## src/cpu_pkg.sv

```systemverilog
package cpu_pkg;

  // ====================
  // widths
  // ====================
  localparam int data_width     = 32;
  localparam int reg_addr_width = 5;
  localparam int imm_width      = 16;
  localparam int dmem_words     = 64;

  // ====================
  // encodings
  // ====================
  localparam logic [5:0] op_rtype = 6'h00;
  localparam logic [5:0] op_addi  = 6'h08;
  localparam logic [5:0] op_lw    = 6'h23;
  localparam logic [5:0] op_sw    = 6'h2b;

  localparam logic [5:0] fn_add = 6'h20;
  localparam logic [5:0] fn_sub = 6'h22;
  localparam logic [5:0] fn_and = 6'h24;
  localparam logic [5:0] fn_or  = 6'h25;
  localparam logic [5:0] fn_slt = 6'h2a;

  typedef enum logic [2:0] {
    alu_add,
    alu_sub,
    alu_and,
    alu_or,
    alu_slt
  } alu_op_e;

  typedef struct packed {
    logic [5:0]                opcode;
    logic [reg_addr_width-1:0] rs;
    logic [reg_addr_width-1:0] rt;
    logic [reg_addr_width-1:0] rd;
    logic [4:0]                shamt;  // no shifts in this core
    logic [5:0]                funct;
  } r_fmt_t;

  typedef struct packed {
    logic [5:0]                opcode;
    logic [reg_addr_width-1:0] rs;
    logic [reg_addr_width-1:0] rt;
    logic [imm_width-1:0]      imm;
  } i_fmt_t;

  typedef union packed {
    r_fmt_t r_fmt;
    i_fmt_t i_fmt;
  } inst_word_u;

  // ====================
  // stage records
  // ====================
  typedef struct packed {
    alu_op_e alu_op;
    logic    alu_src;    // immediate as operand b
    logic    mem_read;
    logic    mem_write;
    logic    reg_write;
    logic    reg_dst;    // rd instead of rt
  } ctrl_t;

  typedef struct packed {
    ctrl_t                     ctrl;
    logic [reg_addr_width-1:0] rs;
    logic [reg_addr_width-1:0] rt;
    logic [reg_addr_width-1:0] dest;
    logic [data_width-1:0]     op_a;
    logic [data_width-1:0]     op_b;
    logic [data_width-1:0]     imm;
  } id_ex_t;

  typedef struct packed {
    logic                      mem_read;
    logic                      mem_write;
    logic                      reg_write;
    logic [reg_addr_width-1:0] dest;
    logic [data_width-1:0]     alu_result;
    logic [data_width-1:0]     store_data;
  } ex_mem_t;

  typedef struct packed {
    logic                      valid;
    logic [reg_addr_width-1:0] dest;
    logic [data_width-1:0]     data;
  } wb_t;

endpackage
```

## src/execute_stage.sv

```systemverilog
`timescale 1ns/1ps

module execute_stage import cpu_pkg::*; (
  input  logic    clk,
  input  logic    reset,
  input  id_ex_t  id_ex,
  input  wb_t     wb,
  output ex_mem_t ex_mem
);

  logic [data_width-1:0] opnd_a;
  logic [data_width-1:0] fwd_b;
  logic [data_width-1:0] opnd_b;
  logic [data_width-1:0] alu_out;

  // ====================
  // forwarding
  // ====================
  // nearest producer wins
  function automatic logic [data_width-1:0] forward(
    input logic [reg_addr_width-1:0] src,
    input logic [data_width-1:0]     reg_val
  );
    logic [data_width-1:0] val;
    if (src != '0 && ex_mem.reg_write && ex_mem.dest == src) begin
      val = ex_mem.alu_result;
    end else if (src != '0 && wb.valid && wb.dest == src) begin
      val = wb.data;
    end else begin
      val = reg_val;
    end
    return val;
  endfunction

  always_comb begin
    opnd_a = forward(id_ex.rs, id_ex.op_a);
    fwd_b  = forward(id_ex.rt, id_ex.op_b);
  end

  assign opnd_b = id_ex.ctrl.alu_src ? id_ex.imm : fwd_b;

  // ====================
  // ALU
  // ====================
  always_comb begin
    case (id_ex.ctrl.alu_op)
      alu_add: alu_out = opnd_a + opnd_b;
      alu_sub: alu_out = opnd_a - opnd_b;
      alu_and: alu_out = opnd_a & opnd_b;
      alu_or:  alu_out = opnd_a | opnd_b;
      alu_slt: alu_out = {{(data_width-1){1'b0}}, $signed(opnd_a) < $signed(opnd_b)};
      default: alu_out = '0;
    endcase
  end

  // ====================
  // EX/MEM register
  // ====================
  always_ff @(posedge clk) begin
    ex_mem.dest       <= id_ex.dest;
    ex_mem.alu_result <= alu_out;
    ex_mem.store_data <= fwd_b;  // sw data comes from rt
    if (reset) begin
      ex_mem.mem_read  <= 1'b0;
      ex_mem.mem_write <= 1'b0;
      ex_mem.reg_write <= 1'b0;
    end else begin
      ex_mem.mem_read  <= id_ex.ctrl.mem_read;
      ex_mem.mem_write <= id_ex.ctrl.mem_write;
      ex_mem.reg_write <= id_ex.ctrl.reg_write;
    end
  end

endmodule

```

## config.mk

```make
export PLATFORM = sky130hd
export DESIGN_NAME = execute_stage
export DESIGN_NICKNAME = d
export VERILOG_FILES = /design/src/cpu_pkg.sv /design/src/execute_stage.sv
export SDC_FILE = /design/constraint.sdc
export NUM_CORES = 1
export LEC_CHECK = 0
export BUFFER_PORTS_ARGS = -buffer_cell sky130_fd_sc_hd__buf_2
export CAP_MARGIN = 40
export CORE_ASPECT_RATIO = 0.8
export CORE_MARGIN = 4
export CORE_UTILIZATION = 55
export DETAILED_ROUTE_END_ITERATION = 8
export GPL_ROUTABILITY_DRIVEN = 1
export PLACE_DENSITY = 0.89
export SLEW_MARGIN = 20
export SYNTH_ARGS = -nofsm -noshare
export SYNTH_HDL_FRONTEND = slang
export SYNTH_SLANG_ARGS = --single-unit
```

## constraint.sdc

```tcl
create_clock -name clk -period 5.54 [get_ports clk]
set_input_delay 0 -clock clk [delete_from_list [all_inputs] [get_ports clk]]
set_output_delay 0 -clock clk [all_outputs]
set_load 0.005 [all_outputs]
```

**After elaboration in Yosys (flattened, before gate mapping)**

Cells that the tools add are included.

- Add/subtract/negate cells: 2
- Order comparisons: 1
- Equality and inequality tests: 8
- Multiplexer cells: 6
- Bitwise logic cells: 2
- Reductions and logical operators: 11

Operator list:

| kind | count |
|---|---|
| two-way mux 32 bit | 5 |
| one-hot mux 32 bit (5 select lines) | 1 |
| adder 32 bit | 1 |
| AND 32 bit | 1 |
| < comparator 32 bit | 1 |
| bitwise OR 32 bit | 1 |
| subtractor 32 bit | 1 |
| equality test 5 bit | 4 |
| nonzero test 5 bit | 2 |
| logical AND 1 bit | 8 |
| equality test 3 x 2 -> 1 bit, second input constant | 2 |
| equality test 3 x 1 -> 1 bit, second input constant | 1 |
| equality test 3 bit, second input constant | 1 |
| zero test 3 bit | 1 |

- Flip-flop bits (word level): 72
- Input port bits: 159
- Output and inout bits: 72
- Logic and storage cells: 36

**Depth between registers and ports, before layout**

Gate-level depths: netlist of run 1.

- Depth after elaboration: 8
- Mapped depth: 18
- Depth with buffers taken out: 17

**Worst setup path before layout of run 1**

Ideal clock, no wire load.

- Path kind: register -> register
- Start: register ex_mem[66] (netlist bit)
- End: register ex_mem[54] (netlist bit)
- Library setup time: 127 ps
- Data arrival time: 3837 ps
- Data required time: 5413 ps
- Slack: 1576 ps
- Stages on the path, launching flop included: 17
- Path buffers: 1
- Period minus slack after synthesis: 3964 ps
- Cell sequence: dfxtp_1 -> xnor2_1 -> nand4_1 -> nor4_2 -> clkbuf_1 -> o21ai_1 -> mux2_2 -> ha_1 -> fa_1 -> a21oi_1 -> o211ai_2 -> o221ai_1 -> a211oi_1 -> o21a_1 -> o21ai_1 -> nor3_1 -> or3_1

- Cells in the longest elaborated chain, start to end: 6
- Elaborated cells between the ends (all ways): 12
- Classes of those cells: add/sub (2); eq/ne (2); mux (4); bitwise (2); reduce/logical (2)

Ends and longest elaborated chain:

| item | RTL line | RTL |
|---|---|---|
| start: declaration | execute_stage.sv:8 | `output ex_mem_t ex_mem` |
| equality test 5 bit (*) | execute_stage.sv:25 | `if (src != '0 && ex_mem.reg_write && ex_mem.dest == src) begin` |
| logical AND 1 bit (*) | execute_stage.sv:25 |  |
| two-way mux 32 bit (*) | execute_stage.sv:25 |  |
| via fwd_b[0] | execute_stage.sv:12 | `logic [data_width-1:0] fwd_b;` |
| two-way mux 32 bit (*) | execute_stage.sv:40 | `assign opnd_b = id_ex.ctrl.alu_src ? id_ex.imm : fwd_b;` |
| subtractor 32 bit or adder 32 bit (tied branches) | execute_stage.sv:48, execute_stage.sv:47 |  |
| one-hot mux 32 bit (5 select lines) (*) | execute_stage.sv:46 | `case (id_ex.ctrl.alu_op)` |
| via alu_out[22] | execute_stage.sv:14 | `logic [data_width-1:0] alu_out;` |

The timed path passes the listed nets; every way through them passes the cells marked *.
A chain may end at the register's enable or synchronous reset.

**Final worst setup path of run 1**

- Start: input id_ex[102] (netlist bit)
- End: register ex_mem[58] (netlist bit)

- Cells in the longest elaborated chain, start to end: 8
- Elaborated cells between the ends (all ways): 15
- Classes of those cells: add/sub (2); eq/ne (2); mux (4); bitwise (2); reduce/logical (5)

Ends and longest elaborated chain:

| item | RTL line | RTL |
|---|---|---|
| start: declaration | execute_stage.sv:6 | `input id_ex_t id_ex,` |
| nonzero test 5 bit | execute_stage.sv:25, execute_stage.sv:27 |  |
| logical AND 1 bit (2 in series) | execute_stage.sv:27 | `end else if (src != '0 && wb.valid && wb.dest == src) begin` |
| two-way mux 32 bit | execute_stage.sv:27 |  |
| two-way mux 32 bit (*) | execute_stage.sv:25 |  |
| via fwd_b[1] | execute_stage.sv:12 |  |
| two-way mux 32 bit (*) | execute_stage.sv:40 |  |
| subtractor 32 bit or adder 32 bit (tied branches) | execute_stage.sv:48, execute_stage.sv:47 |  |
| one-hot mux 32 bit (5 select lines) (*) | execute_stage.sv:46 |  |
| via alu_out[26] | execute_stage.sv:14 |  |

Marks and branches as above.

==> metrics.txt, run 1 <==
outcome finished clean; DP Wirelength 21600 um; largest area contributor in the netlist dfxtp_1; met2 wire length 14200 um; clock skew 0.00652 ns; Max IR drop VDD 0.159 mV; synthesized cell area 0.00861 mm^2; Routed met3 length 3130 um; P&R area growth vs syn 26.0%; CP delay by family, top compound AO/OA/AOI/OAI gates; RSZ-0062 raised after global routing no; Initial DRC Count 1267; drt total wl 31100 um; Clock Sinks 72; count of final setup violators 0; CP most frequent cell mux2i_1; Yosys reg bits 72; crit share post-route 0.905; Post-synth top flop dfxtp_1; top flop regs ex_mem x72; later-pin clock latency in the skew report 0.36 ns; row cnt 40; # Post-CTS Setup Buffers 0; GP Congestion 0.996; CTS Hold Bufs 63; htree depth 3; Vias/cell 6.13; Buf+Inv Stages, Crit Path 4; Final Critical Period 5.01 ns; Seq/Total Area, Yosys 0.167; yosys warns 0; CORE AREA 0.0152 mm^2; R2R setup slack 0.81 ns; Clk pin slew, worst setup/hold paths 0.06 ns; Post-Route M1 WL 12500 um; ranking of synthesized cells by area dfxtp_1, ha_1, mux2i_1, nand2_1, a21oi_1; die height 120 um; Max-Cap Viols 0; Initial Utilization 0.568; Worst Path Arrival 5.28 ns; crit-path max cell delay 0.57 ns; Relative slew margins 0.471; share of layout cells above drive strength 1 0.229; antenna-violating nets left 0; P per Cell Area 205 mW/mm^2; CTS root buf clkbuf_16; crit-path max FO 16; Routed WL per cell 19.5 um; design area 0.0109 mm^2; total global routing overflow 0; post-synth cell types 78; setup_tns 0 ns; global-route wire length before repair 48300 um; Die ar. 0.0177 mm^2; Most flops, register ex_mem; Fmax 0.200 GHz; FFs w/ async S/R, synth 0; vias in the first global route 9254; worst slew pin tran 0.793 ns; CTS tree built; LEAKAGE 4.82 nW; cell count after synthesis 1127; largest buffer count on any clock path 2; critical path class in2reg; max reg flops 72; CP Capture Type flop; cts bufs inserted 9; CP max stage cell dlygate4sd3_1; Startpoint Class input pin; Via Count 9790; gr usage total 0.335; Post-synth EDFFs 0; pin count of the biggest net entering global routing 93; die width 148 um; layout net count 1645; Mapped Nets 1393; drt pass-1 iters 6; Hold Path Class in2reg; crit path cell chain buf_2 > or4_1 > nor2_1 > nor4_4 > buf_4 > mux2i_1 > dlygate4sd3_1 > o21ai_1 > mux2i_1 > inv_1 > fa_1 > a21oi_1 > o211ai_2 > o221ai_1 > o211ai_1 > a311oi_1 > a31oi_1 > xnor2_1 > a211oi_1; Port Buffers 229; detailed-route DRC error count 0; Max Slew Vio Count 0; post-synth top area share 0.167; Avg Inst Size Synth 7.64 um^2; initial antenna violation count 2; CTS resizes 0; Critical Path RT 5.81 ns; placed instance area 0.00987 mm^2; final hold violations 0; highest routed metal layer met5; IO Pins 231
==> layout make-up <==
class | count | area [um^2]
Multi-Input combinational cell | 893 | 6550
Inverter | 96 | 360
Clock inverter | 6 | 68.8
Antenna cell | 2 | 5.00
Tap cell | 210 | 263
Timing Repair Buffer | 307 | 1930
Clock buffer | 10 | 229
Sequential cell | 72 | 1440
Fill cell | 1143 | 4310
==> layout by cell type, fill, tap and decap left out, types with 8 or more instances in the layout <==
master	Yosys	layout
a31oi_1	9	9
xor2_1	9	9
a21oi_1	73	73
nand3_1	20	20
o21ai_0	42	42
clkbuf_16	0	9
o21ai_1	64	64
o21bai_1	11	11
xnor2_1	28	28
nand4_1	18	18
o21a_1	11	11
o31a_1	8	8
buf_4	8	12
nand2_1	108	108
buf_2	14	229
nor2_1	70	70
a21o_1	15	15
inv_1	91	91
dfxtp_1	72	72
nor2b_1	14	14
nand2b_1	13	13
mux2i_1	77	77
ha_1	105	105
o211ai_1	18	18
nor3_1	12	12
dlygate4sd3_1	0	63
mux2_2	28	28
a211oi_1	24	24
==> logic make-up after synthesis <==
group | share of synthesized area
simple gates | 0.170
compound gates | 0.266
buf+inv | 0.0761
fa+ha+maj | 0.157
flops | 0.167
mux | 0.126
xor+xnor | 0.0376
==> worst min-delay path, stage by stage <==
cell,delay (ns)
buf_2,0.09
mux2i_1,0.06
o21ai_0,0.17
==> metrics by stage <==
step / utilization / hold slack [ns] / power [mW] / instances / setup WS (ns)
floorplan: - / 0.0277 / 1.25 / 1127 / 1.58
global placement: 0.651 / 0.102 / 1.52 / 1513 / 0.982
detailed placement: 0.651 / 0.105 / 1.54 / 1513 / 0.904
CTS: 0.712 / 0.00589 / 2.18 / 1592 / 0.753
global route: 0.716 / 0.0158 / 2.34 / 1595 / 0.271
finish: 0.716 / 0.00531 / 2.23 / 1596 / 0.528
==> metal layers <==
layer,global-route usage,up-vias
met1,0.424,4533
li1,-,4540
met2,0.545,600
met3,0.0781,115
met5,0,-
met4,0.143,2
==> cells in the mapped netlist, types with 24 or more instances <==
master	n
a211oi_1	24
a21oi_1	73
clkbuf_1	39
dfxtp_1	72
ha_1	105
inv_1	91
mux2_2	28
mux2i_1	77
nand2_1	108
nor2_1	70
o21ai_0	42
o21ai_1	64
xnor2_1	28
==> power by group <==
group	internal [mW]	switching, mW
Sequential	0.569	0.0350
Combinational	0.417	0.596
Clock	0.351	0.258
Total	1.34	0.889
==> final timing paths <==
path | to | startpoint | cells past startpoint
worst max-delay path | ex_mem[58] | id_ex[102] | 19
worst min-delay path | ex_mem[28] | wb[28] | 3
worst max register to register | ex_mem[55] | ex_mem[68] | 15
worst min register to register | ex_mem[4] | ex_mem[36] | 2
Note: power is estimated with default switching activity, not from simulation.
==> run 2, diff against run 1 <==
- CORE_UTILIZATION: 55 -> 59
- PLACE_DENSITY: 0.89 -> 0.94
- clock period: 5.54 -> 5.9 ns (I/O delays scaled with it)
==> run 2 against run 1 <==
Against the previous run: clock-buffer cell count is the same; utilization grew 3.4 points; die area shrank 6.4%; non-clock buffer count shrank 13; sequential power shrank 6.0%; hold slack gained 0.010 ns; first-iteration DRC count grew 18%; global-route usage grew 3.3 points; clock skew grew 0.0034 ns; critical path depth grew 1.
==> metrics.txt, run 2 (synthesized netlist as in run 1, its figures left out) <==
Fmax 0.188 GHz; R2R setup slack 1.08 ns (was 0.81 ns); Port Buffers 229 (unchanged); die width 143 um (was 148 um); final hold violations 0 (unchanged); layout net count 1632 (was 1645); Max Slew Vio Count 0 (unchanged); Routed WL per cell 20.9 um (was 19.5 um); CTS tree built (unchanged); cts bufs inserted 9 (unchanged); Worst Path Arrival 5.54 ns (was 5.28 ns); LEAKAGE 4.78 nW (was 4.82 nW); setup_tns 0 ns (unchanged); Clock Sinks 72 (unchanged); CTS root buf clkbuf_16 (unchanged); crit share post-route 0.900; Max IR drop VDD 0.185 mV (was 0.159 mV); CORE AREA 0.0143 mm^2 (was 0.0152 mm^2); count of final setup violators 0 (unchanged); Worst R2R Start ex_mem[64] (was ex_mem[68]); drt pass-1 iters 5 (was 6); critical path class in2reg (unchanged); CP delay by family, top simple AND/OR/NAND/NOR gates (was compound AO/OA/AOI/OAI gates); vias in the first global route 9557 (was 9254); drt total wl 32500 um (was 31100 um); htree depth 3 (unchanged); R2R cell count 15 (unchanged); top flop regs ex_mem x72 (unchanged); Int Pwr 1.30 mW (was 1.34 mW); gr usage total 0.367 (was 0.335); Relative slew margins 0.429 (was 0.471); Most flops, register ex_mem (unchanged); Min-Delay Path Depth 3 (unchanged); DP Wirelength 21800 um (was 21600 um); detailed-route DRC error count 0 (unchanged); CP endpoint ex_mem[54] (was ex_mem[58]); Crit. path cell count 20 (was 19); CP max stage cell dlygate4sd3_1 (unchanged); fin worst setup slack 0.590 ns (was 0.528 ns); Reg power frac 0.265 (was 0.271); Clk pin slew, worst setup/hold paths 0.06 ns (about the same); CP most frequent cell o211ai_1 (was mux2i_1); Final Critical Period 5.31 ns; row cnt 39 (was 40); Via Count 10100 (was 9790); outcome finished clean (unchanged); met2 wire length 14700 um (was 14200 um); crit path cell chain buf_2 > or4_1 > nor2_1 > nor4_4 > buf_4 > mux2i_1 > dlygate4sd3_1 > o21ai_1 > mux2_2 > ha_1 > inv_1 > fa_1 > nor2b_1 > o211ai_1 > nand3_1 > a21oi_2 > o31a_1 > o211ai_1 > and3_1 > or3_1 (was buf_2 > or4_1 > nor2_1 > nor4_4 > buf_4 > mux2i_1 > dlygate4sd3_1 > o21ai_1 > mux2i_1 > inv_1 > fa_1 > a21oi_1 > o211ai_2 > o221ai_1 > o211ai_1 > a311oi_1 > a31oi_1 > xnor2_1 > a211oi_1); die height 116 um (was 120 um); IO Pins 231 (unchanged); Hold Path Class in2reg (unchanged); share of layout cells above drive strength 1 0.230 (was 0.229); P&R area growth vs syn 24.5% (was 26.0%); # Post-CTS Setup Buffers 0 (unchanged); largest buffer count on any clock path 2 (unchanged); Critical Path RT 6.13 ns (was 5.81 ns); r2r endpoint ex_mem[61] (was ex_mem[55]); Routed met3 length 3680 um (was 3130 um); commonest non-fill, non-tap cell in the layout buf_2 (unchanged); Buf+Inv Stages, Crit Path 4 (unchanged); Setup crit start id_ex[102] (unchanged); clock power share 0.290 (was 0.273); worst slew pin tran 0.850 ns (was 0.793 ns); Sw Share 0.392 (was 0.399); crit-path max cell delay 0.57 ns (about the same); total global routing overflow 0 (unchanged); crit-path max FO 20 (was 16); Post-Route M1 WL 12400 um (was 12500 um); Initial Utilization 0.602 (was 0.568); Max-Cap Viols 0 (unchanged); Initial DRC Count 1495 (was 1267); RSZ-0062 raised after global routing no (unchanged); global-route wire length before repair 48600 um (was 48300 um); antenna fix cells 0 (was 2); fill cell count 972 (was 1143); P per Cell Area 200 mW/mm^2 (was 205 mW/mm^2); highest routed metal layer met4 (was met5); GP Congestion 1.01 (was 0.996); commonest non-fill, non-tap cells in the layout buf_2, nand2_1, ha_1 (unchanged); initial antenna violation count 0 (was 2); antenna-violating nets left 0 (unchanged); Startpoint Class input pin (unchanged); max reg flops 72 (unchanged); Vias/cell 6.47 (was 6.13); later-pin clock latency in the skew report 0.36 ns (about the same); clock skew 0.00993 ns (was 0.00652 ns); CP Capture Type flop (unchanged); worst slack at placement 1.23 ns (was 0.904 ns); pin count of the biggest net entering global routing 87 (was 93); switching power 0.843 mW (was 0.889 mW); Logic pwr share 0.445 (was 0.455); Die ar. 0.0166 mm^2 (was 0.0177 mm^2)
-- run 2: final cells by class --
| type | instances | area (um^2) | area share |
|---|---|---|---|
| multi-input cells | 893 | 6550 | 0.611 |
| repair buffers | 294 | 1810 | 0.169 |
| flip-flops and latches | 72 | 1440 | 0.134 |
| inverters | 96 | 360 | 0.0336 |
| clock buffers | 10 | 239 | 0.0223 |
| well taps | 184 | 230 | 0.0215 |
| clock inverters | 6 | 90.1 | 0.00840 |
-- run 2: worst min path at each step --
stage                     slack (ns)         end  startpoint
after detailed placement        0.10  ex_mem[65]   id_ex[97]
after floorplan                 0.03  ex_mem[64]   id_ex[96]
after global routing           0.005  ex_mem[13]      wb[13]
after global placement          0.10  ex_mem[67]   id_ex[99]
final                           0.02  ex_mem[19]      wb[19]
after CTS                      0.005  ex_mem[28]   id_ex[60]
-- run 2: through the flow --
| step | instances | instance area [um^2] | total power, mW | hold slack, ns | utilization |
|---|---|---|---|---|---|
| 2_1_floorplan | 1127 | 8610 | 1.18 | 0.0277 | - |
| 3_3_place_gp | 1485 | 9820 | 1.42 | 0.102 | 0.687 |
| 3_5_place_dp | 1485 | 9820 | 1.44 | 0.104 | 0.687 |
| 4_1_cts | 1553 | 10700 | 2.10 | 0.00458 | 0.747 |
| 5_1_grt | 1555 | 10700 | 2.24 | 0.00478 | 0.750 |
| 6_report | 1555 | 10700 | 2.15 | 0.0154 | 0.750 |
-- run 2: routing by layer --
metal / track usage / up-vias
met5: 0 / -
met4: 0.194 / 0
met3: 0.0895 / 184
met2: 0.598 / 746
met1: 0.451 / 4635
li1: - / 4495
-- run 2: timing repair --
| action | CTS | global route |
|---|---|---|
| gates resized for setup | 0 | 0 |
| hold endpoints to repair | 32 | 0 |
| hold buffers | 52 | 0 |
-- run 2: worst min-delay path, cell delays in order --
cell,delay [ns]
buf_2,0.09
mux2i_1,0.07
o21ai_1,0.17
-- run 2: power by group through the flow --
stage,clock [mW],sequential [mW],combinational (mW)
final,0.624,0.568,0.955
after global routing,0.648,0.571,1.02
after CTS,0.624,0.565,0.906
after detailed placement,0,0.575,0.870
after global placement,0,0.573,0.850
after floorplan,0,0.575,0.601
