**src/cpu_pkg.sv**
```systemverilog
package cpu_pkg;

  // ====================
  // widths
  // ====================
  localparam int data_width     = 32;
  localparam int reg_addr_width = 5;
  localparam int imm_width      = 16;
  localparam int dmem_words     = 64;

  // ====================
  // encodings
  // ====================
  localparam logic [5:0] op_rtype = 6'h00;
  localparam logic [5:0] op_addi  = 6'h08;
  localparam logic [5:0] op_lw    = 6'h23;
  localparam logic [5:0] op_sw    = 6'h2b;

  localparam logic [5:0] fn_add = 6'h20;
  localparam logic [5:0] fn_sub = 6'h22;
  localparam logic [5:0] fn_and = 6'h24;
  localparam logic [5:0] fn_or  = 6'h25;
  localparam logic [5:0] fn_slt = 6'h2a;

  typedef enum logic [2:0] {
    alu_add,
    alu_sub,
    alu_and,
    alu_or,
    alu_slt
  } alu_op_e;

  typedef struct packed {
    logic [5:0]                opcode;
    logic [reg_addr_width-1:0] rs;
    logic [reg_addr_width-1:0] rt;
    logic [reg_addr_width-1:0] rd;
    logic [4:0]                shamt;  // no shifts in this core
    logic [5:0]                funct;
  } r_fmt_t;

  typedef struct packed {
    logic [5:0]                opcode;
    logic [reg_addr_width-1:0] rs;
    logic [reg_addr_width-1:0] rt;
    logic [imm_width-1:0]      imm;
  } i_fmt_t;

  typedef union packed {
    r_fmt_t r_fmt;
    i_fmt_t i_fmt;
  } inst_word_u;

  // ====================
  // stage records
  // ====================
  typedef struct packed {
    alu_op_e alu_op;
    logic    alu_src;    // immediate as operand b
    logic    mem_read;
    logic    mem_write;
    logic    reg_write;
    logic    reg_dst;    // rd instead of rt
  } ctrl_t;

  typedef struct packed {
    ctrl_t                     ctrl;
    logic [reg_addr_width-1:0] rs;
    logic [reg_addr_width-1:0] rt;
    logic [reg_addr_width-1:0] dest;
    logic [data_width-1:0]     op_a;
    logic [data_width-1:0]     op_b;
    logic [data_width-1:0]     imm;
  } id_ex_t;

  typedef struct packed {
    logic                      mem_read;
    logic                      mem_write;
    logic                      reg_write;
    logic [reg_addr_width-1:0] dest;
    logic [data_width-1:0]     alu_result;
    logic [data_width-1:0]     store_data;
  } ex_mem_t;

  typedef struct packed {
    logic                      valid;
    logic [reg_addr_width-1:0] dest;
    logic [data_width-1:0]     data;
  } wb_t;

endpackage
```
**src/issue_stage.sv**
```systemverilog
`timescale 1ns/1ps

module issue_stage import cpu_pkg::*; (
  input  logic                      clk,
  input  logic                      reset,
  input  logic                      inst_valid,
  input  inst_word_u                inst,
  output logic                      inst_ready,
  input  logic                      ex_mem_read,
  input  logic [reg_addr_width-1:0] ex_dest,
  output logic                      stall,
  output logic                      if_id_valid,
  output inst_word_u                if_id_inst
);

  logic src_hit;
  logic accept;

  // load in ID/EX feeding the held instruction
  assign src_hit = (ex_dest == if_id_inst.r_fmt.rs) || (ex_dest == if_id_inst.r_fmt.rt);
  assign stall   = if_id_valid && ex_mem_read && (ex_dest != '0) && src_hit;

  assign inst_ready = !stall;
  assign accept     = inst_valid && inst_ready;

  // ====================
  // IF/ID register
  // ====================
  always_ff @(posedge clk) begin
    if (reset) begin
      if_id_valid <= 1'b0;
    end else if (!stall) begin
      if_id_valid <= accept;  // empties when nothing is offered
    end
  end

  always_ff @(posedge clk) begin
    if (accept) begin
      if_id_inst <= inst;
    end
  end

endmodule

```
**config.mk**
```make
export PLATFORM = sky130hd
export DESIGN_NAME = issue_stage
export DESIGN_NICKNAME = d
export VERILOG_FILES = /design/src/cpu_pkg.sv /design/src/issue_stage.sv
export SDC_FILE = /design/constraint.sdc
export NUM_CORES = 1
export LEC_CHECK = 0
export BUFFER_PORTS_ARGS = -buffer_cell sky130_fd_sc_hd__buf_2
export CORE_MARGIN = 10
export CORE_UTILIZATION = 37
export DETAILED_ROUTE_END_ITERATION = 7
export PLACE_DENSITY = 0.69
export SYNTH_ARGS = -nofsm -noshare
export SYNTH_HDL_FRONTEND = slang
export SYNTH_SLANG_ARGS = --single-unit
export TNS_END_PERCENT = 1
```
**constraint.sdc**
```tcl
create_clock -name clk -period 3.3 [get_ports clk]
set_input_delay 0.66 -clock clk [delete_from_list [all_inputs] [get_ports clk]]
set_output_delay 0.66 -clock clk [all_outputs]
set_load 0.03 [all_outputs]
```
* Word-level counts from Yosys, hierarchy flattened
Cells that the tools add are included.
Cells by class: eq/ne operators 2, reductions and logical operators 7
Operators with widths (count):
- equality test 5 bit | 2
- nonzero test 5 bit | 1
- logical AND 1 bit | 4
- logical NOT 1 bit | 1
- logical OR 1 bit | 1
Word-level totals: register bits 33, input port bits 41, output and inout port bits 35, word-level logic and storage cells 11

* Logic depth before layout (Yosys ltp)
Gate-level depths: netlist (run 1).
depth in word-level cells 5, gate-level depth with buffers 4, gate-level depth less buffers 4

* Worst setup path after synthesis (run 1)
No wires, ideal clock.
path type input to register, start input port ex_dest[2], end register if_id_inst[0] in the netlist's numbering, enable pin, library setup time 0.394 ns, arrival time 2.226 ns, required time 2.906 ns, path slack 0.680 ns, stages 3, path buffers 0, path through or4_1 -> nor2_2 -> o31a_1
Between the ends: longest elaborated chain between the ends 5, elaborated cells on any way between the ends 8, those cells by class eq/ne: 2; reduce/logical: 6
Ends and longest elaborated chain:
- start, declared | line issue_stage.sv:10 | input logic [reg_addr_width-1:0] ex_dest,
- equality test 5 bit / nonzero test 5 bit (equally long branches) | line issue_stage.sv:20, issue_stage.sv:21
- logical OR 1 bit / logical AND 1 bit (equally long branches) | line issue_stage.sv:20, issue_stage.sv:21
- logical AND 1 bit * | line issue_stage.sv:21 | assign stall = if_id_valid && ex_mem_read && (ex_dest != '0) && src_hit;
- logical NOT 1 bit *
- logical AND 1 bit * | line issue_stage.sv:24 | assign accept = inst_valid && inst_ready;
- named net accept | line issue_stage.sv:17 | logic accept;
- end signal, assigned | line issue_stage.sv:39 | if_id_inst <= inst;
- end, declared | line issue_stage.sv:13 | output inst_word_u if_id_inst
Mark *: on every way through the listed nets, which the timed path passes. The rest lies on a longest branch. A chain may end at the register's enable or synchronous reset.

* Final worst setup path (run 1)
start input port ex_dest[2], end output port inst_ready
Between the ends: longest elaborated chain between the ends 4, elaborated cells on any way between the ends 7, those cells by class eq/ne: 2; reduce/logical: 5
Ends and longest elaborated chain:
- equality test 5 bit / nonzero test 5 bit (equally long branches) | line issue_stage.sv:20, issue_stage.sv:21
- logical OR 1 bit / logical AND 1 bit (equally long branches) | line issue_stage.sv:20, issue_stage.sv:21
- logical AND 1 bit * | line issue_stage.sv:21
- logical NOT 1 bit *
- end, declared | line issue_stage.sv:8 | output logic inst_ready,
Every way passes the cells marked *; elsewhere a longest branch is shown, timed or not.

==> impl_metrics.py, run 1 <==
metrics = {
    "finish": {
        "layout_common_cells": "buf_2 (75), edfxtp_1 (32), xor2_1 (10), clkbuf_4 (5)",
        "fin_cells": 184,
        "layout_commonest_cell": "buf_2",
        "fillCellCount": 262,
        "area_growth_pct": 44.2,
        "antenna_cells": 0,
        "fin_nets": 180,
        "drive_gt1_frac": 0.629,
    },
    "yosys": {
        "synthesis.area_mm2": 0.00117,
        "synthCells": 56,
        "yosys_warnings": 0,
        "synth-seq-cells": 33,
        "yosys.area.top_type_share": 0.822,
        "synth_top_cell_by_area": "edfxtp_1",
        "seq_area_frac_synth": 0.839,
        "syn-mean-instance-area_um2": 20.9,
        "synth_top_cells_by_area": "edfxtp_1 (82%), xor2_1 (7.5%), dfxtp_1 (1.7%)",
        "synthesis.nets": 97,
        "ys_types": 14,
    },
    "power_and_ir_drop": {
        "p_total_uw": 908,
        "netSwitchingPower_uw": 223,
        "switching_share": 0.246,
        "leakage_uw": 0.000728,
        "combPwrFrac": 0.137,
        "clkPwrFrac": 0.318,
        "vdd.ir_drop.worst_v": 0.000261,
        "power_frac_seq": 0.545,
        "p_per_area_mw_per_mm2": 539,
        "p_int_uw": 685,
    },
    "routing": {
        "drt_iter0_drc": 38,
        "vias": 820,
        "routed_wirelength_um": 2900,
        "drtAntennaViolNets": 0,
        "viasPerCell": 4.46,
        "routedWlPerCell_um": 15.7,
        "drt-pass1-iter-count": 2,
        "drc": 0,
    },
    "floorplanning": {
        "io_pins": 76,
        "die_area_mm2": 0.00581,
        "die_w_um": 76.2,
        "die_h_um": 76.2,
        "core_area_mm2": 0.00303,
        "std_cell_rows": 20,
        "initial_core_util": 0.386,
    },
    "placed_design": {
        "place_ws_ns": 0.788,
        "dp.cells": 176,
        "gp_congestion": 0.777,
        "hpwl_um": 2400,
        "port_buffers": 75,
    },
    "setup_path": {
        "path_cells": "buf_2 -> or4_1 -> nor2_2 -> or3_1 -> buf_2",
        "worstPathMaxFanout": 4,
        "r2r-start": "if_id_inst[21]$_DFFE_PP_",
        "crit_required_ns": 2.64,
        "path_class": "in2out",
        "critPathLaunchType": "primary input",
        "crit_top_cell": "buf_2",
        "arrival_ns": 1.84,
        "startpoint": "ex_dest[2]",
        "cpMaxStageDelayCell": "or4_1",
        "crit_family": "simple AND/OR/NAND/NOR gates",
        "critPathMaxStageDelay_ns": 0.54,
        "cp.buffers_inverters": 2,
        "end_kind": "output port",
    },
    "cts": {
        "clockBufferDepth": 2,
        "cts_max_level": 2,
        "clkTransAtPathRegs_ns": 0.11,
        "postCtsHoldBufs": 0,
        "numClockSinks": 33,
        "cts_setup_buffers": 0,
        "ctsResizeCount": 0,
        "cts_tree": "yes",
        "cts-root-buf": "clkbuf_4",
        "insertion_delay_ns": 0.33,
        "numCtsBuffers": 5,
    },
    "sta": {
        "setup_slack_ns": 0.800,
        "fmax_mhz": 400,
        "finalSetupTns_ns": 0,
        "rsz0062_at_grt": "false",
        "hold_viol": 0,
        "drv_slew": 0,
        "finalCriticalPeriod_ns": 2.50,
        "tightestPinTransition_ns": 0.402,
        "setup_violations": 0,
        "relSlewSlack": 0.732,
        "period_share": 0.758,
        "finClkSkew_ns": 0.0131,
    },
    "global_routing": {
        "gr-total-overflow": 0,
        "grt_pass1_wl_um": 4620,
        "grt_max_degree": 33,
        "antenna_found_initial": 0,
        "grt_pass1_vias": 1000,
        "track_usage": 0.0992,
    },
    "worst_hold_path": {
        "worst_hold_startpoint": "inst[9]",
        "holdCritPathClass": "in2reg",
    },
    "outcome": {
        "status": "complete, no violations",
    },
    "flow_run": {
        "maxCapViolCount": 0,
    },
}
## routing by layer
layer  wire (µm)  global-route usage  up-vias  share of wire
met1        1090              0.0942      377           0.38
met2        1310               0.153       59           0.45
met4          47              0.0446        0          0.016
li1            -                   -      378              -
met3         441              0.0802        6           0.15
met5           0                   0        -              0
## flip-flops by register name, summed over array words and instances (netlist names)
signal / cells
if_id_valid: 1
if_id_inst: 32
## cells by family (layout without fill, tap and decap cells)
family	after synthesis	count (layout)	share of synthesized area
AOI/OAI and AO/OA	3	3	0.0321
xor gates and xnor gates	10	10	0.0749
buffers and inverters	0	84	0
DFF	33	33	0.839
and+or+nand+nor	10	10	0.0535
## metrics by stage
step	instance area (µm²)	hold WS, ns	utilization
after CTS	1690	0.483	0.557
after global placement	1610	0.528	0.531
final	1690	0.498	0.557
after detailed placement	1610	0.543	0.531
after floorplan	1170	0.654	-
after global routing	1690	0.471	0.557
## Yosys cell counts
cell type / instances
nand2_1: 1
or3_1: 1
edfxtp_1: 32
nor2_1: 2
nor3_1: 1
o41ai_2: 1
xor2_1: 10
a22oi_2: 1
nor3_2: 2
dfxtp_1: 1
nor2_2: 1
or4_1: 1
nand2b_1: 1
o31a_1: 1
## worst paths after layout
| kind | end | slack, ns | cells past startpoint |
|---|---|---|---|
| hold reg to reg | if_id_valid$_SDFFE_PP0N_ | 0.55 | 2 |
| hold / removal | if_id_inst[9]$_DFFE_PP_ | 0.50 | 1 |
| setup reg to reg | if_id_inst[4]$_DFFE_PP_ | 1.45 | 5 |
| setup / recovery | inst_ready | 0.80 | 5 |
## area by class of cell
cell class,count,area [µm²],area share
Clock inverter,3,41.3,0.0245
Timing Repair Buffer,76,383,0.227
Multi-Input combinational cell,23,188,0.111
Tap cell,44,55.1,0.0327
Sequential cell,33,981,0.582
Clock buffer,5,37.5,0.0223
## power by group through the flow
| stage | clock network [µW] | logic, µW | registers [µW] |
|---|---|---|---|
| final | 289 | 124 | 495 |
| after global routing | 318 | 133 | 498 |
| after CTS | 298 | 126 | 496 |
| after detailed placement | 0 | 126 | 505 |
| after global placement | 0 | 123 | 504 |
| after floorplan | 0 | 22.9 | 552 |
## worst register-to-register path: cells and delay by family (launching register included)
| kind | cells | cell delay [ns] |
|---|---|---|
| flip-flops | 1 | 0.42 |
| AO/OA/AOI/OAI | 2 | 0.42 |
| buffers and inverters | 1 | 0.36 |
| XOR/XNOR | 1 | 0.23 |
| AND/OR/NAND/NOR | 1 | 0.07 |
Power figures use the tool's default switching activity.
==> run 2, diff against run 1 <==
==> constraint.sdc (replaced) <==
create_clock -name clk -period 2.6 [get_ports clk]
set_input_delay 0.52 -clock clk [delete_from_list [all_inputs] [get_ports clk]]
set_output_delay 0.52 -clock clk [all_outputs]
set_load 0.03 [all_outputs]
==> impl_metrics.py, run 2 (same netlist as run 1, synthesis figures left out) <==
metrics = {
    "outcome": {
        "status": "complete, no violations",
    },
    "floorplanning": {
        "die_w_um": 76.2,
        "io_pins": 76,
        "die_area_mm2": 0.00581,
        "initial_core_util": 0.386,
        "die_h_um": 76.2,
        "std_cell_rows": 20,
        "core_area_mm2": 0.00303,
    },
    "global_routing": {
        "antenna_found_initial": 0,
        "grt_pass1_vias": 954,
        "grt_max_degree": 33,
        "gr-total-overflow": 0,
        "grt_pass1_wl_um": 4590,
        "track_usage": 0.101,
    },
    "sta": {
        "setup_violations": 0,
        "fmax_mhz": 429,
        "tightestPinTransition_ns": 0.232,
        "drv_slew": 0,
        "period_share": 0.897,
        "finalCriticalPeriod_ns": 2.33,
        "hold_viol": 0,
        "whs_ns": 0.371,
        "rsz0062_at_grt": "false",
        "relSlewSlack": 0.845,
        "finalSetupTns_ns": 0,
        "finClkSkew_ns": 0.00657,
        "setup_slack_ns": 0.267,
    },
    "setup_path": {
        "critPathMaxStageDelay_ns": 0.42,
        "crit_required_ns": 2.08,
        "path_cells": "xor2_1 -> nor3_2 -> a22oi_2 -> or3_1 -> buf_2",
        "cp.buffers_inverters": 1,
        "cpMaxStageDelayCell": "edfxtp_1",
        "r2r_end": "if_id_inst[2]$_DFFE_PP_",
        "r2r-start": "if_id_inst[23]$_DFFE_PP_",
        "path_depth": 5,
        "crit_family": "simple AND/OR/NAND/NOR gates",
        "path_class": "reg2out",
        "r2r_slack_ns": 0.90,
        "critPathLaunchType": "flip-flop",
        "r2r_cells": 5,
        "arrival_ns": 1.81,
        "worstPathMaxFanout": 4,
        "end_kind": "output port",
    },
    "routing": {
        "drc": 0,
        "drtAntennaViolNets": 0,
        "viasPerCell": 4.31,
        "vias": 793,
        "routedWlPerCell_um": 15.6,
        "drt_iter0_drc": 28,
        "drt-pass1-iter-count": 3,
        "routed_wirelength_um": 2860,
    },
    "worst_hold_path": {
        "worst_hold_startpoint": "inst[9]",
        "worstHoldPathCells": 1,
        "holdPathEnd": "if_id_inst[9]$_DFFE_PP_",
        "holdCritPathClass": "in2reg",
    },
    "placed_design": {
        "port_buffers": 75,
        "gp_congestion": 0.745,
        "hpwl_um": 2440,
        "dp.cells": 176,
        "place_ws_ns": 0.345,
    },
    "cts": {
        "cts-root-buf": "clkbuf_4",
        "clockBufferDepth": 2,
        "insertion_delay_ns": 0.32,
        "numClockSinks": 33,
        "cts_max_level": 2,
        "clkTransAtPathRegs_ns": 0.09,
        "postCtsHoldBufs": 0,
        "cts_setup_buffers": 0,
        "numCtsBuffers": 5,
        "cts_tree": "yes",
        "ctsResizeCount": 0,
    },
    "power_and_ir_drop": {
        "netSwitchingPower_uw": 268,
        "vdd.ir_drop.worst_v": 0.000396,
        "p_int_uw": 775,
        "switching_share": 0.257,
        "p_total_uw": 1040,
        "p_per_area_mw_per_mm2": 625,
        "leakage_uw": 0.000726,
        "combPwrFrac": 0.153,
        "clkPwrFrac": 0.246,
        "power_frac_seq": 0.601,
    },
    "finish": {
        "largest_reg_flops": 32,
        "layout_commonest_cell": "buf_2",
        "fin_nets": 180,
        "area_growth_pct": 42.9,
        "top_regs": "if_id_inst: 32 flops, if_id_valid: 1 flops",
        "drive_gt1_frac": 0.629,
        "fin_cells": 184,
        "layout_common_cells": "buf_2 (75), edfxtp_1 (32), xor2_1 (10), clkbuf_4 (5)",
        "fillCellCount": 266,
        "largest_register": "if_id_inst",
        "antenna_cells": 0,
    },
    "flow_run": {
        "maxCapViolCount": 0,
    },
}
==> run 2: cell types whose count changed in the layout (fill, tap and decap cells not counted) <==
| cell | before | now |
|---|---|---|
| bufinv_16 | 1 | 0 |
| buf_12 | 0 | 1 |
| clkinvlp_4 | 1 | 0 |
| buf_4 | 1 | 0 |
| clkinv_2 | 0 | 2 |
| clkinv_1 | 1 | 0 |
| clkbuf_1 | 0 | 1 |
==> run 2: how the worst max path moves through the flow <==
stage | from | to | slack (ns)
2_1_floorplan | ex_dest[2] | if_id_inst[0]$_DFFE_PP_ | 0.12
3_3_place_gp | ex_dest[2] | inst_ready | 0.43
3_5_place_dp | ex_dest[2] | inst_ready | 0.35
4_1_cts | if_id_inst[23]$_DFFE_PP_ | inst_ready | 0.22
5_1_grt | if_id_inst[23]$_DFFE_PP_ | inst_ready | 0.18
6_report | if_id_inst[23]$_DFFE_PP_ | inst_ready | 0.27
==> run 2: power by group through the flow <==
stage / registers [µW] / clock network, µW / logic, µW
2_1_floorplan: 701 / 0 / 29.0
3_3_place_gp: 639 / 0 / 159
3_5_place_dp: 641 / 0 / 162
4_1_cts: 628 / 274 / 163
5_1_grt: 631 / 298 / 171
6_report: 628 / 257 / 159
==> run 2: stage by stage <==
| stage | utilization | cell area (µm²) |
|---|---|---|
| floorplan | - | 1170 |
| global placement | 0.535 | 1620 |
| detailed placement | 0.535 | 1620 |
| CTS | 0.552 | 1670 |
| global route | 0.552 | 1670 |
| finish | 0.552 | 1670 |
==> run 2: layer usage <==
layer / global-route usage / share of wire / up-vias
met5: 0 / 0 / -
met1: 0.0899 / 0.35 / 355
met2: 0.161 / 0.47 / 55
li1: - / - / 379
met4: 0.0613 / 0.015 / 0
met3: 0.0755 / 0.16 / 4
==> run 2: area by class of cell <==
type	instances	area (µm²)	area share
Sequential cell	33	981	0.587
Multi-Input combinational cell	23	188	0.112
Clock buffer	6	41.3	0.0247
Tap cell	44	55.1	0.0330
Timing Repair Buffer	76	395	0.237
Clock inverter	2	10.0	0.00599
==> run 3, diff against run 2 <==
--- a/config.mk
+++ b/config.mk
@@ -9,7 +9,7 @@
 export CORE_MARGIN = 10
 export CORE_UTILIZATION = 37
 export DETAILED_ROUTE_END_ITERATION = 7
-export PLACE_DENSITY = 0.69
+export PLACE_DENSITY = 0.72
 export SYNTH_ARGS = -nofsm -noshare
 export SYNTH_HDL_FRONTEND = slang
 export SYNTH_SLANG_ARGS = --single-unit
==> constraint.sdc (replaced) <==
create_clock -name clk -period 2 [get_ports clk]
set_input_delay 0.4 -clock clk [delete_from_list [all_inputs] [get_ports clk]]
set_output_delay 0.4 -clock clk [all_outputs]
set_load 0.03 [all_outputs]
==> impl_metrics.py, run 3 (same netlist as run 1, synthesis figures left out) <==
metrics = {
    "sta": {
        "setup_violations": 2,
        "tightestPinTransition_ns": 0.289,
        "relSlewSlack": 0.807,
        "fmax_mhz": 468,
        "rsz0062_at_grt": "true",
        "period_share": 1.07,
        "hold_viol": 0,
        "drv_slew": 0,
        "finClkSkew_ns": 0.00725,
        "finalCriticalPeriod_ns": 2.14,
        "setup_slack_ns": -0.139,
    },
    "finish": {
        "fin_nets": 185,
        "layout_common_cells": "buf_2 (73), edfxtp_1 (32), xor2_1 (8), clkbuf_4 (5), buf_4 (4)",
        "largest_reg_flops": 32,
        "layout_commonest_cell": "buf_2",
        "antenna_cells": 0,
        "drive_gt1_frac": 0.662,
        "top_regs": "if_id_inst: 32 flops, if_id_valid: 1 flops",
        "largest_register": "if_id_inst",
        "area_growth_pct": 51.2,
    },
    "routing": {
        "drt-pass1-iter-count": 2,
        "vias": 835,
        "drtAntennaViolNets": 0,
        "viasPerCell": 4.42,
        "drt_iter0_drc": 22,
        "drc": 0,
        "routed_wirelength_um": 3080,
        "wl_met2_um": 1500,
        "wl_met1_um": 1080,
        "routedWlPerCell_um": 16.3,
        "highest_layer": "met4",
        "met3_length_um": 450,
    },
    "setup_path": {
        "r2r_slack_ns": 0.09,
        "crit_required_ns": 1.60,
        "worstPathMaxFanout": 3,
        "r2r-start": "if_id_inst[21]$_DFFE_PP_",
        "end_kind": "output port",
        "cpMaxStageDelayCell": "edfxtp_1",
        "arrival_ns": 1.74,
        "critPathMaxStageDelay_ns": 0.43,
        "r2r_cells": 7,
        "path_class": "reg2out",
        "path_cells": "xor2_2 -> nor3_2 -> a22oi_2 -> or3_1 -> buf_6",
        "r2r_end": "if_id_inst[15]$_DFFE_PP_",
        "critPathLaunchType": "flip-flop",
    },
    "cts": {
        "numClockSinks": 33,
        "clockBufferDepth": 2,
        "cts-root-buf": "clkbuf_4",
        "cts_tree": "yes",
        "numCtsBuffers": 5,
        "clkTransAtPathRegs_ns": 0.09,
        "insertion_delay_ns": 0.32,
        "cts_max_level": 2,
    },
    "global_routing": {
        "grt_max_degree": 20,
        "gr-total-overflow": 0,
        "antenna_found_initial": 0,
        "grt_pass1_wl_um": 4970,
        "track_usage": 0.110,
        "grt_pass1_vias": 982,
    },
    "outcome": {
        "violations": "setup timing",
        "status": "complete, but fails checks",
    },
    "floorplanning": {
        "die_h_um": 76.2,
        "std_cell_rows": 20,
        "core_area_mm2": 0.00303,
        "io_pins": 76,
        "die_area_mm2": 0.00581,
        "initial_core_util": 0.386,
        "die_w_um": 76.2,
    },
    "placed_design": {
        "place_ws_ns": 0.0166,
        "hpwl_um": 2550,
        "gp_congestion": 0.760,
        "port_buffers": 75,
    },
    "power_and_ir_drop": {
        "vdd.ir_drop.worst_v": 0.000530,
        "leakage_uw": 0.000762,
        "p_total_uw": 1370,
        "p_per_area_mw_per_mm2": 776,
    },
    "worst_hold_path": {
        "holdCritPathClass": "in2reg",
        "worst_hold_startpoint": "inst[14]",
        "worstHoldPathCells": 1,
        "holdPathEnd": "if_id_inst[14]$_DFFE_PP_",
    },
    "flow_run": {
        "maxCapViolCount": 0,
    },
}
run 3: changes by cell type in the layout (fill, tap and decap cells not counted), sizes merged:
cell    previous run  this run
buf               76        81
clkbuf             6         5
clkinv             2         3
run 3: critical path: cells and delay by family (launching register included):
family	cells	cell delay, ns
compound gates	1	0.11
xor+xnor	1	0.20
buf+inv	1	0.15
flops	1	0.43
simple gates	2	0.52
run 3: per-layer routing:
| layer | vias to the layer above | track usage |
|---|---|---|
| met2 | 63 | 0.179 |
| met1 | 374 | 0.0994 |
| met4 | 0 | 0.0446 |
| met5 | - | 0 |
| met3 | 9 | 0.0861 |
| li1 | 389 | - |
run 3: final cells by class:
class | instances | area (µm²)
clock inverters | 3 | 12.5
multi-input cells | 23 | 223
well taps | 44 | 55.1
clock buffers | 5 | 37.5
repair buffers | 81 | 458
fillers | 249 | 1260
flip-flops and latches | 33 | 981
run 3: what timing repair did:
item	CTS	global route
setup buffers	3	1
pin swaps	3	4
endpoints found under the setup margin	2	2
resized for setup	5	4
hold buffers	0	0
hold endpoints to repair	0	0
run 3: stage by stage:
stage / TNS (ns) / hold slack, ns / instance area, µm² / cells / utilization
2_1_floorplan: -0.153 / 0.499 / 1170 / 56 / -
3_3_place_gp: 0 / 0.525 / 1640 / 177 / 0.542
3_5_place_dp: 0 / 0.552 / 1640 / 177 / 0.542
4_1_cts: -0.306 / 0.231 / 1730 / 188 / 0.573
5_1_grt: -0.404 / 0.210 / 1770 / 189 / 0.583
6_report: -0.207 / 0.246 / 1770 / 189 / 0.583
run 3: where the power goes:
| part | switching (µW) | internal, µW | leakage (µW) |
|---|---|---|---|
| combinational | 144 | 84.2 | 0.000410 |
| clock | 198 | 127 | 0.0000300 |
| sequential | 15.0 | 803 | 0.000321 |
| total | 357 | 1010 | 0.000762 |
run 3: how the worst max path moves through the flow:
stage | end | startpoint | slack [ns] | depth (start not counted)
final | inst_ready | if_id_inst[21]$_DFFE_PP_ | -0.14 | 5
after CTS | inst_ready | if_id_inst[25]$_DFFE_PP_ | -0.16 | 5
after global placement | inst_ready | ex_dest[2] | 0.06 | 6
after global routing | inst_ready | if_id_inst[21]$_DFFE_PP_ | -0.22 | 5
after floorplan | stall | if_id_inst[23]$_DFFE_PP_ | -0.15 | 4
after detailed placement | inst_ready | ex_dest[2] | 0.02 | 6
